[config.mk]
export PLATFORM = sky130hd
export DESIGN_NAME = lru_table
export DESIGN_NICKNAME = d
export VERILOG_FILES = /design/src/hdl/lru_table.sv
export SDC_FILE = /design/constraint.sdc
export NUM_CORES = 1
export LEC_CHECK = 0
export BUFFER_PORTS_ARGS = -buffer_cell sky130_fd_sc_hd__buf_2
export CORE_UTILIZATION = 50
export CTS_CLUSTER_DIAMETER = 30
export DETAILED_ROUTE_END_ITERATION = 10
export PLACE_DENSITY_LB_ADDON = 0.2
export REMOVE_ABC_BUFFERS = 1
export SYNTH_ARGS = -nofsm -noshare
export SYNTH_HDL_FRONTEND = slang
export SYNTH_SLANG_ARGS = --single-unit
[constraint.sdc]
create_clock -name clk -period 1.7 [get_ports clk]
set_input_delay 0.17 -clock clk [delete_from_list [all_inputs] [get_ports clk]]
set_output_delay 0.17 -clock clk [all_outputs]
set_load 0.03 [all_outputs]
[src/hdl/lru_table.sv]
`default_nettype none

module lru_table #(
  parameter int SETS = 64
) (
  input  wire logic                    clk,
  input  wire logic                    rst,
  input  wire logic [$clog2(SETS)-1:0] idx_i,
  input  wire logic                    touch_i,
  input  wire logic                    touch_way_i,
  output logic                         lru_way_o
);

  logic [SETS-1:0] lru_q;   // names the least recently used way

  always_ff @(posedge clk) begin
    if (rst) begin
      lru_q <= '0;
    end else if (touch_i) begin
      lru_q[idx_i] <= ~touch_way_i;  // other way is now older
    end
  end

  assign lru_way_o = lru_q[idx_i];

endmodule

`default_nettype wire

# Word level (Yosys, flattened, before mapping)
# Cells that the tools add are included.
[op_classes] addsub=0 mul=0 n_div=0 magnitude_cmp=2 eq_ne=0 n_shift=0 muxes=5 n_bitwise=1 reduce_logical=1
[op_table] op="bitwise mux 64 bit" n=1
[op_table] op="less-than comparator 6 x 7 -> 1 bit, second input constant" n=1
[op_table] op="binary-select mux 1 bit (select 6 bit)" n=1
[op_table] op="demux 1 bit (select 6 bit)" n=1
[op_table] op="greater-or-equal comparator 6 x 1 -> 1 bit, second input constant" n=1
[op_table] op="two-way mux 1 bit" n=2
[op_table] op="logical AND 1 bit" n=1
[op_table] op="NOT 1 bit" n=1
[word_totals] regBits=64 latch_bits=0 mem_bits_rw=0 rom_bits=0 input_bits=10 out_inout_bits=1 wordCells=10 mem_count=0

# Logic depth before layout (Yosys ltp)
# Gate-level depths: netlist (run 1).
[depth] depth_word=5 depth_mapped=7 mapped_depth_nobuf=5

# Worst setup path after synthesis (run 1)
# Ideal clock, no wire load.
[synth_timing] path_kind="input to output" start="input port idx_i[1]" end="output port lru_way_o" t_arrival_ps=1458 t_required_ps=1530 path_slack_ps=72 path_stages=6 n_path_buf=1 cell_sequence="buf_6 -> mux4_2 -> nor2_1 -> a21oi_1 -> a211oi_1 -> nand4_1"
[synth_between] elab_chain_cells=2
[synth_lines] element="start: declaration" line="8" text="input wire logic [$clog2(SETS)-1:0] idx_i,"
[synth_lines] element="binary-select mux 1 bit (select 6 bit)" line="24" text="assign lru_way_o = lru_q[idx_i];"
[synth_lines] element="two-way mux 1 bit (not written as such)" line="24"
[synth_lines] element="end: declaration" line="11" text="output logic lru_way_o"
# Every way passes these cells. The select of a mux whose other input is x is not followed.

# Worst setup path in the final report (run 1)
[layout_timing] start="register lru_q[15]" end="output port lru_way_o"
[layout_between] elab_chain_cells=2
[layout_lines] element="start: declaration" line="14" text="logic [SETS-1:0] lru_q;"
[layout_lines] element="start signal: indexed assignment" line="20" text="lru_q[idx_i] <= ~touch_way_i;"
[layout_lines] element="binary-select mux 1 bit (select 6 bit)" line="24"
[layout_lines] element="two-way mux 1 bit (not written as such)" line="24"
# Every way passes these cells. The select of a mux whose other input is x is not followed.

==> results of run 1 <==
## stage by stage
stage / hold WS (ps) / total power [mW]
after floorplan: 243 / 1.65
after CTS: 302 / 3.11
after global placement: 484 / 1.84
final: 287 / 3.09
after detailed placement: 492 / 1.85
after global routing: 328 / 3.21
## final cells by class
| class | count | area share [%] |
|---|---|---|
| Multi-Input combinational cell | 275 | 45.2 |
| Sequential cell | 64 | 35.8 |
| Timing Repair Buffer | 49 | 10.8 |
| Clock buffer | 11 | 3.94 |
| Tap cell | 75 | 2.61 |
| Clock inverter | 4 | 1.25 |
| Inverter | 4 | 0.418 |
## synth_stat cells, types with 2 or more instances
cell type / instances
buf_6: 3
and3_1: 2
a221o_1: 4
o22ai_1: 3
o22a_1: 2
buf_1: 2
mux2i_1: 9
a221oi_1: 4
dfxtp_1: 64
a211oi_1: 66
nand2_1: 10
a21oi_1: 7
buf_2: 6
clkbuf_1: 14
a22oi_1: 2
nand3_1: 6
inv_1: 4
buf_4: 2
nand3b_1: 3
nor2b_1: 4
mux4_2: 5
nor2_1: 134
## cells by family (layout without fill, tap and decap cells)
| group | after synthesis | in the layout | share of synthesized area [%] |
|---|---|---|---|
| and+or+nand+nor | 167 | 167 | 22.9 |
| AOI/OAI and AO/OA | 93 | 93 | 22.9 |
| DFF | 64 | 64 | 42.1 |
| buffers and inverters | 31 | 68 | 5.06 |
| muxes | 15 | 15 | 7.03 |
## report_power, final
| group | switching, mW | leakage (nW) | internal [mW] |
|---|---|---|---|
| clock network | 0.572 | 0.0989 | 0.701 |
| registers | 0.00588 | 0.518 | 1.51 |
| logic | 0.186 | 0.591 | 0.118 |
## worst max-delay path, cell delays in order, from the launching register on
cell,delay (ps)
dfxtp_2,320
mux4_2,470
nor2_2,90
a21oi_1,50
a211oi_2,210
nand4_1,170
buf_6,170
## worst max-delay path by stage
stage	startpoint	end	slack [ps]
after floorplan	lru_q[15]	lru_way_o	90
after global placement	idx_i[1]	lru_way_o	-180
after detailed placement	idx_i[1]	lru_way_o	-180
after CTS	lru_q[15]	lru_way_o	-320
after global routing	lru_q[15]	lru_way_o	-370
final	lru_q[15]	lru_way_o	-310
## layer usage
layer	GRT usage [%]	up-vias
li1	-	1394
met4	11.8	0
met3	5.83	8
met1	38.6	1223
met2	40.3	66
met5	0	-
## timing repair
item                                    in CTS  in global routing
setup buffers                                0                  0
resized for setup                            4                  8
endpoints found under the setup margin       1                  1
gates cloned                                 0                  0
pin swaps                                    3                  4
hold endpoints to repair                     0                  0
## placed cells by master (no fill, tap or decap), types with 2 or more instances in the layout
master,instances
buf_4,36
o22ai_1,3
a211oi_1,65
clkbuf_8,10
and3_1,2
mux4_2,5
buf_2,9
buf_12,3
a221oi_1,4
a221o_1,4
mux2i_1,9
inv_1,4
nand2_2,2
nand3_1,6
a21oi_1,6
dfxtp_2,5
o22a_1,2
clkinv_2,3
nor2_1,133
dfxtp_1,59
nand3b_1,3
nand2_1,8
a22oi_1,2
nor2b_1,4
==> flow_metrics.env, run 1 <==
export IMPL_status="complete, but fails checks"
export IMPL_violations="negative setup slack"
export IMPL_vias=2691
export IMPL_cts_buffers=9
export IMPL_gp_congestion=0.907
export IMPL_ys_types=36
export IMPL_top_regs="lru_q x64"
export IMPL_drt_pass1_iter_count=5
export IMPL_num_fill_cells=518
export IMPL_wl_per_cell_um=15.8
export IMPL_wl_met3_um=432
export IMPL_antenna_found_initial=0
export IMPL_post_route_cell_area_sq_um=3590
export IMPL_die_h_um=80.0
export IMPL_wl_met1_um=3670
export IMPL_route_met2_wl_um=3400
export IMPL_tritoncts="done"
export IMPL_clk_pin_slew_worst_paths_ps=70
export IMPL_finClkSkew_ps=0
export IMPL_drtIter0Drc=279
export IMPL_routed_top_layer="met4"
export IMPL_yosysTopAreaCell="dfxtp_1"
export IMPL_largest_register_ffs=64
export IMPL_regArea_sq_um=1290
export IMPL_fmax_mhz=498
export IMPL_cts_sinks=64
export IMPL_reg2regPathDepth=2
export IMPL_async_reset_ff_share_pct=0
export IMPL_min_to="lru_q[24]"
export IMPL_setup_tns_ps=-307
export IMPL_place_detailed_hpwl_um=5160
export IMPL_syn_area_per_cell_sq_um=8.22
export IMPL_synth_seq_area_share_pct=42.1
export IMPL_holdCritPathClass="in2reg"
export IMPL_p_per_area_nw_per_um2=861
export IMPL_synth_top_area_share_pct=42.1
export IMPL_ant_nets=0
export IMPL_synth_ff_type="dfxtp_1"
export IMPL_synth_seq_cells=64
export IMPL_rsz0062_at_grt="true"
export IMPL_start_util_pct=51.7
export IMPL_antenna_cells=0
export IMPL_grt_pass1_wl_um=12900
export IMPL_cts_root_buf="clkbuf_8"
export IMPL_fp_dieW_um=80.0
export IMPL_synth_area_leaders="dfxtp_1 42%, nor2_1 17%, a211oi_1 16%"
export IMPL_nets=413
export IMPL_dieArea_sq_um=6400
export IMPL_hold_viol_final=0
export IMPL_portBuffers=10
export IMPL_cts_max_level=3
export IMPL_clk_latency_ps=350
export IMPL_drv_slew=0
export IMPL_setup_violations=1
export IMPL_cp_data_required_time_ps=1530
export IMPL_dp_cells=467
export IMPL_grt_max_degree=65
export IMPL_place_area_sq_um=3380
export IMPL_grt_pass1_vias=2546
export IMPL_irDropWorstVdd_mv=0.720
export IMPL_final_setup_worst_slack_ps=-307
export IMPL_via_per_inst=5.58
export IMPL_drc_errors=0
export IMPL_drt_total_wl_um=7630
export IMPL_tightest_slew_ps=381
export IMPL_ioPinCount=11
export IMPL_top_register="lru_q"
export IMPL_postCtsHoldBufs=0
export IMPL_critPathLaunchType="flop"
export IMPL_min_delay_path_depth=3
export IMPL_synth_edff_count=0
export IMPL_r2r_end="lru_q[27]"
export IMPL_num_rows=28
export IMPL_area_delta_synth_final_pct=18.1
export IMPL_dp_slack_ps=-183
export IMPL_p_leak_nw=1.21
export IMPL_crit_path_end_kind="primary output"
export IMPL_netlist_area_sq_um=3040
export IMPL_max_slew_margin_rel_pct=74.5
export IMPL_drv_cap=0
export IMPL_worstPathArrival_ps=1840
export IMPL_post_route_min_period_ps=2010
export IMPL_post_route_period_util_pct=118
export IMPL_final_util_pct=61.0
export IMPL_reg2reg_slack_ps=970
export IMPL_clockBufferDepth=2
export IMPL_multiInputGateArea_sq_um=1620
export IMPL_fp_coreArea_sq_um=5890
export IMPL_path_max_fanout=2
export IMPL_critPathKind="reg2out"
export IMPL_min_from="rst"
export IMPL_final_cells=482
export IMPL_syn_inst=370
export IMPL_layout_drive_gt1_share_pct=20.1
export IMPL_rr_startpoint="lru_q[27]"
export IMPL_global_route_usage_total_pct=27.4
export IMPL_ys_warn_count=0
export IMPL_grt_overflow=0
(Power assumes the default switching activity.)
==> inputs of run 2 (changes only) <==
- SKIP_LAST_GASP: default -> 1
==> run 2 against run 1 <==
  * The run still ends with negative setup slack left
  * Via count about the same
  * First-iteration DRC count unchanged
  * Utilization hardly changed
  * Clock skew is the same
  * Flip-flop and latch count stayed put
  * Clock power is essentially flat
  * Non-clock buffer count unchanged
  * Cell count unchanged
  * Wire length up 0.22%
  * Highest routed layer unchanged
  * Sequential share of layout area about the same
==> flow_metrics.env, run 2 (synthesized netlist as in run 1, its figures left out) <==
export IMPL_top_regs="lru_q x64"
export IMPL_p_per_area_nw_per_um2=862
export IMPL_start_util_pct=51.7
export IMPL_fmax_mhz=497
export IMPL_hold_viol_final=0
export IMPL_ioPinCount=11
export IMPL_via_per_inst=5.59
export IMPL_clk_pin_slew_worst_paths_ps=70
export IMPL_final_cells=482
export IMPL_final_setup_worst_slack_ps=-310
export IMPL_antenna_found_initial=0
export IMPL_crit_path_end_kind="primary output"
export IMPL_worstPathArrival_ps=1840
export IMPL_cts_max_level=3
export IMPL_ant_nets=0
export IMPL_portBuffers=10
export IMPL_grt_pass1_wl_um=12900
export IMPL_final_cell_mix="133 x nor2_1, 65 x a211oi_1, 61 x dfxtp_1"
export IMPL_p_leak_nw=1.21
export IMPL_tightest_slew_ps=378
export IMPL_drt_pass1_iter_count=4
export IMPL_finClkSkew_ps=0
export IMPL_violations="negative setup slack"
export IMPL_dieArea_sq_um=6400
export IMPL_postCtsHoldBufs=0
export IMPL_die_h_um=80.0
export IMPL_fp_dieW_um=80.0
export IMPL_critPathKind="reg2out"
export IMPL_rsz0062_at_grt="true"
export IMPL_post_route_period_util_pct=118
export IMPL_cts_root_buf="clkbuf_8"
export IMPL_setup_violations=1
export IMPL_clockBufferDepth=2
export IMPL_cp_data_required_time_ps=1530
export IMPL_final_util_pct=61.0
export IMPL_layout_drive_gt1_share_pct=19.7
export IMPL_grt_max_degree=65
export IMPL_path_max_fanout=2
export IMPL_drtIter0Drc=279
export IMPL_gp_congestion=0.907
export IMPL_global_route_usage_total_pct=27.4
export IMPL_num_rows=28
export IMPL_fp_coreArea_sq_um=5890
export IMPL_drv_slew=0
export IMPL_max_slew_margin_rel_pct=74.7
export IMPL_p_total_mw=3.09
export IMPL_wl_per_cell_um=15.9
export IMPL_holdCritPathClass="in2reg"
export IMPL_top_register="lru_q"
export IMPL_final_common_cell="nor2_1"
export IMPL_area_delta_synth_final_pct=18.0
export IMPL_cts_buffers=9
export IMPL_irDropWorstVdd_mv=0.718
export IMPL_status="complete, but fails checks"
export IMPL_drv_cap=0
export IMPL_clk_latency_ps=350
export IMPL_vias=2693
export IMPL_largest_register_ffs=64
export IMPL_place_detailed_hpwl_um=5160
export IMPL_dp_slack_ps=-183
export IMPL_dp_cells=467
export IMPL_tritoncts="done"
export IMPL_nets=413
export IMPL_antenna_cells=0
export IMPL_grt_pass1_vias=2546
export IMPL_grt_overflow=0
export IMPL_drc_errors=0
export IMPL_drt_total_wl_um=7640
export IMPL_cts_sinks=64
export IMPL_post_route_min_period_ps=2010
export IMPL_critPathLaunchType="flop"
## run 2: cell counts in the layout (fill, tap and decap cells not counted)
No cell type changed its count.
## run 2: report_power, final
group          internal (mW)  switching, mW  leakage (nW)  total [mW]
logic                  0.118          0.186         0.591       0.304
registers               1.51        0.00588         0.517        1.52
clock network          0.701          0.572        0.0989        1.27
total                   2.33          0.764          1.21        3.09
## run 2: final cells by class
class	count	area (sq um)
timing repair buffer	49	387
inverter	4	15.0
clock buffer	11	141
fill	520	2300
clock inverter	4	45.0
multi-input combinational	275	1620
tap	75	93.8
sequential	64	1280
## run 2: through the flow
step           hold slack, ps  instance area [sq um]  TNS, ps
5_1_grt                   328                   3590     -375
3_3_place_gp              484                   3380     -178
3_5_place_dp              492                   3380     -376
2_1_floorplan             243                   2900        0
4_1_cts                   302                   3580     -318
6_report                  285                   3590     -310
## run 2: worst paths after layout
check / from / endpoint / slack [ps] / cells after the start
setup / recovery: lru_q[15] / lru_way_o / -310 / 6
hold / removal: rst / lru_q[24] / 290 / 3
setup reg to reg: lru_q[27] / lru_q[27] / 970 / 2
hold reg to reg: lru_q[32] / lru_q[32] / 500 / 2
## run 2: timing repair
| item | 4_1_cts | 5_1_grt |
|---|---|---|
| resized for setup | 4 | 6 |
| setup buffers | 0 | 0 |
| pin swaps | 3 | 4 |
| endpoints found under the setup margin | 1 | 1 |
## run 2: critical path: stages, from the launching register on
cell and delay, ps:
dfxtp_1 320, mux4_2 470, nor2_2 90, a21oi_1 50, a211oi_2 210, nand4_1 170
buf_6 180
## run 2: per-layer routing
layer / wire [um] / GRT usage [%]
met5: 0 / 0
met4: 112 / 11.8
met3: 440 / 5.83
met2: 3370 / 40.3
met1: 3720 / 38.6
==> inputs of run 3 (changes only) <==
- ABC_AREA: default -> 1
==> run 3 against run 2 <==
  * The run still ends with negative setup slack left
  * Synthesized cell count up 34%
  * Wire length rose by 19%
  * Global-route usage shrank 0.29 points
  * Via count is 18% higher
  * Clock skew unchanged
  * Die area is 19% higher
  * Setup slack better by 230 ps
  * Synthesized area rose by 19%
  * Clock power about the same
  * Register-to-register slack improved by 40 ps
  * Final area rose by 12%
  * Largest power group unchanged
==> flow_metrics.env, run 3 <==
export IMPL_global_route_usage_total_pct=27.2
export IMPL_multiInputGateArea_sq_um=2060
export IMPL_netSwitchingPower_mw=0.846
export IMPL_clockBufferDepth=2
export IMPL_path_max_fanout=2
export IMPL_p_per_area_nw_per_um2=780
export IMPL_startpoint="lru_q[24]"
export IMPL_status="complete, but fails checks"
export IMPL_ant_nets=0
export IMPL_power_internal_mw=2.29
export IMPL_top_regs="lru_q x64"
export IMPL_dp_slack_ps=18.4
export IMPL_cp_common_cell="nand2_1"
export IMPL_via_per_inst=5.23
export IMPL_post_route_min_period_ps=1780
export IMPL_synth_seq_area_share_pct=35.3
export IMPL_final_cell_mix="119 x nand2_1, 104 x nor2_1, 60 x dfxtp_1"
export IMPL_min_delay_path_depth=3
export IMPL_grt_overflow=0
export IMPL_die_h_um=87.2
export IMPL_gp_congestion=0.924
export IMPL_portBuffers=10
export IMPL_violations="negative setup slack"
export IMPL_top_register="lru_q"
export IMPL_post_route_period_util_pct=105
export IMPL_reg2regPathDepth=2
export IMPL_rsz0062_at_grt="true"
export IMPL_synth_top_area_share_pct=35.3
export IMPL_drt_pass1_iter_count=4
export IMPL_cp_data_required_time_ps=1530
export IMPL_min_from="rst"
export IMPL_critPathLaunchType="flop"
export IMPL_postCtsHoldBufs=0
export IMPL_clk_latency_ps=350
export IMPL_antenna_cells=0
export IMPL_synth_area_leaders="dfxtp_1 35%, nand2_1 12%, nor2_1 11%"
export IMPL_cpPeakStageDelay_ps=320
export IMPL_grt_pass1_wl_um=15600
export IMPL_num_rows=30
export IMPL_regArea_sq_um=1290
export IMPL_fp_coreArea_sq_um=6910
export IMPL_area_delta_synth_final_pct=10.5
export IMPL_wl_per_cell_um=15.0
export IMPL_yosysTopAreaCell="dfxtp_1"
export IMPL_drv_cap=0
export IMPL_syn_inst=494
export IMPL_layout_drive_gt1_share_pct=21.5
export IMPL_finClkSkew_ps=0
export IMPL_antenna_found_initial=0
export IMPL_whs_ps=278
export IMPL_num_fill_cells=677
export IMPL_cts_max_level=3
export IMPL_dieArea_sq_um=7610
export IMPL_drv_slew=0
export IMPL_rr_startpoint="lru_q[38]"
export IMPL_netlist_area_sq_um=3630
export IMPL_max_slew_margin_rel_pct=72.2
export IMPL_nets=517
export IMPL_synth_most_common_cell="nand2_1"
export IMPL_power_frac_seq_pct=48.4
export IMPL_tritoncts="done"
export IMPL_largest_register_ffs=64
export IMPL_clkPwrFrac_pct=40.1
export IMPL_crit_chain="or2_4 -> nand3_2 -> nand2_1 -> o21bai_1 -> nand2_1 -> nor2_1 -> nand2_1 -> buf_6"
export IMPL_cts_sinks=64
export IMPL_drt_total_wl_um=9130
export IMPL_crit_path_end_kind="primary output"
export IMPL_drtIter0Drc=165
export IMPL_final_util_pct=58.2
export IMPL_place_detailed_hpwl_um=6150
export IMPL_grt_pass1_vias=3242
export IMPL_async_reset_ff_share_pct=0
export IMPL_ys_warn_count=0
export IMPL_syn_area_per_cell_sq_um=7.36
export IMPL_cts_buffers=9
export IMPL_ys_types=29
export IMPL_power_share_combinational_pct=11.5
export IMPL_p_sw_share_pct=27.0
export IMPL_synth_common_cells="119 x nand2_1, 104 x nor2_1, 64 x dfxtp_1, 40 x a211oi_1, 28 x inv_1"
export IMPL_ioPinCount=11
export IMPL_slowest_stage="dfxtp_2"
export IMPL_grt_max_degree=43
export IMPL_critPathKind="reg2out"
export IMPL_hold_viol_final=0
export IMPL_fp_dieW_um=87.2
export IMPL_cts_root_buf="clkbuf_8"
export IMPL_final_setup_worst_slack_ps=-79.9
export IMPL_holdCritPathClass="in2reg"
export IMPL_fmax_mhz=562
export IMPL_setup_violations=1
export IMPL_p_leak_nw=1.61
export IMPL_drc_errors=0
export IMPL_vias=3181
export IMPL_tightest_slew_ps=416
export IMPL_final_common_cell="nand2_1"
export IMPL_synth_edff_count=0
export IMPL_clk_pin_slew_worst_paths_ps=70
export IMPL_irDropWorstVdd_mv=0.448
export IMPL_start_util_pct=52.6
export IMPL_synth_seq_cells=64
export IMPL_worstPathArrival_ps=1610
export IMPL_synth_ff_type="dfxtp_1"
-- run 3: changes by cell type after synthesis, moves of 6 or more --
cell and delta:
nand2_1 +109, o21ai_0 +6, mux2i_1 -9, nor2_4 +10, nor2_2 +12, nand3_2 +10
clkbuf_8 +6, a211oi_1 -26, a211oi_2 +14, inv_1 +24, nor3_1 +20, nor2_1 -30
-- run 3: worst max-delay path, delay by kind of cell (launching register included) --
family,cells,cell delay (ps)
AO/OA/AOI/OAI,1,180
buffers and inverters,1,150
flip-flops,1,320
AND/OR/NAND/NOR,6,610
-- run 3: cell type report --
type	count	share of cell area, %
Clock buffer	12	3.36
Tap cell	96	2.99
Sequential cell	64	32.0
Multi-Input combinational cell	371	51.3
Inverter	32	2.99
Timing Repair Buffer	29	6.20
Clock inverter	4	1.12
-- run 3: power by group through the flow --
stage,registers [mW],clock network (mW),logic [mW]
detailed placement,1.55,0,0.349
CTS,1.52,1.28,0.355
global route,1.52,1.35,0.393
floorplan,1.55,0,0.151
global placement,1.55,0,0.345
finish,1.52,1.26,0.361
-- run 3: final timing paths --
kind	endpoint	slack, ps
setup / recovery	lru_way_o	-80
hold / removal	lru_q[32]	280
setup reg to reg	lru_q[38]	1010
hold reg to reg	lru_q[28]	490
-- run 3: stage by stage --
stage / total power, mW / area, sq um / setup TNS (ps) / std cells
6_report: 3.13 / 4020 / -79.9 / 608
5_1_grt: 3.26 / 4020 / -139 / 608
4_1_cts: 3.15 / 4000 / -77.1 / 608
3_5_place_dp: 1.90 / 3800 / 0 / 592
3_3_place_gp: 1.89 / 3800 / 0 / 592
2_1_floorplan: 1.70 / 3440 / 0 / 467
-- run 3: cells by family (layout without fill, tap and decap cells) --
| family | Yosys count | after routing | share of synthesized area, % |
|---|---|---|---|
| flops | 64 | 64 | 35.3 |
| simple gates | 297 | 297 | 40.0 |
| compound gates | 74 | 74 | 16.1 |
| buf+inv | 59 | 77 | 8.64 |
-- run 3: per-layer routing --
metal	part of all wire, %	wire length, um	up-vias	GRT usage [%]
li1	-	-	1651	-
met5	0	0	-	0
met2	46	4200	103	42.9
met1	45	4120	1407	35.5
met4	2.4	219	0	10.7
met3	6.5	592	20	6.73
-- run 3: what timing repair did --
action | in CTS | in global routing
pin swaps | 5 | 8
endpoints found under the setup margin | 1 | 1
setup buffers | 0 | 0
gates resized for setup | 6 | 10
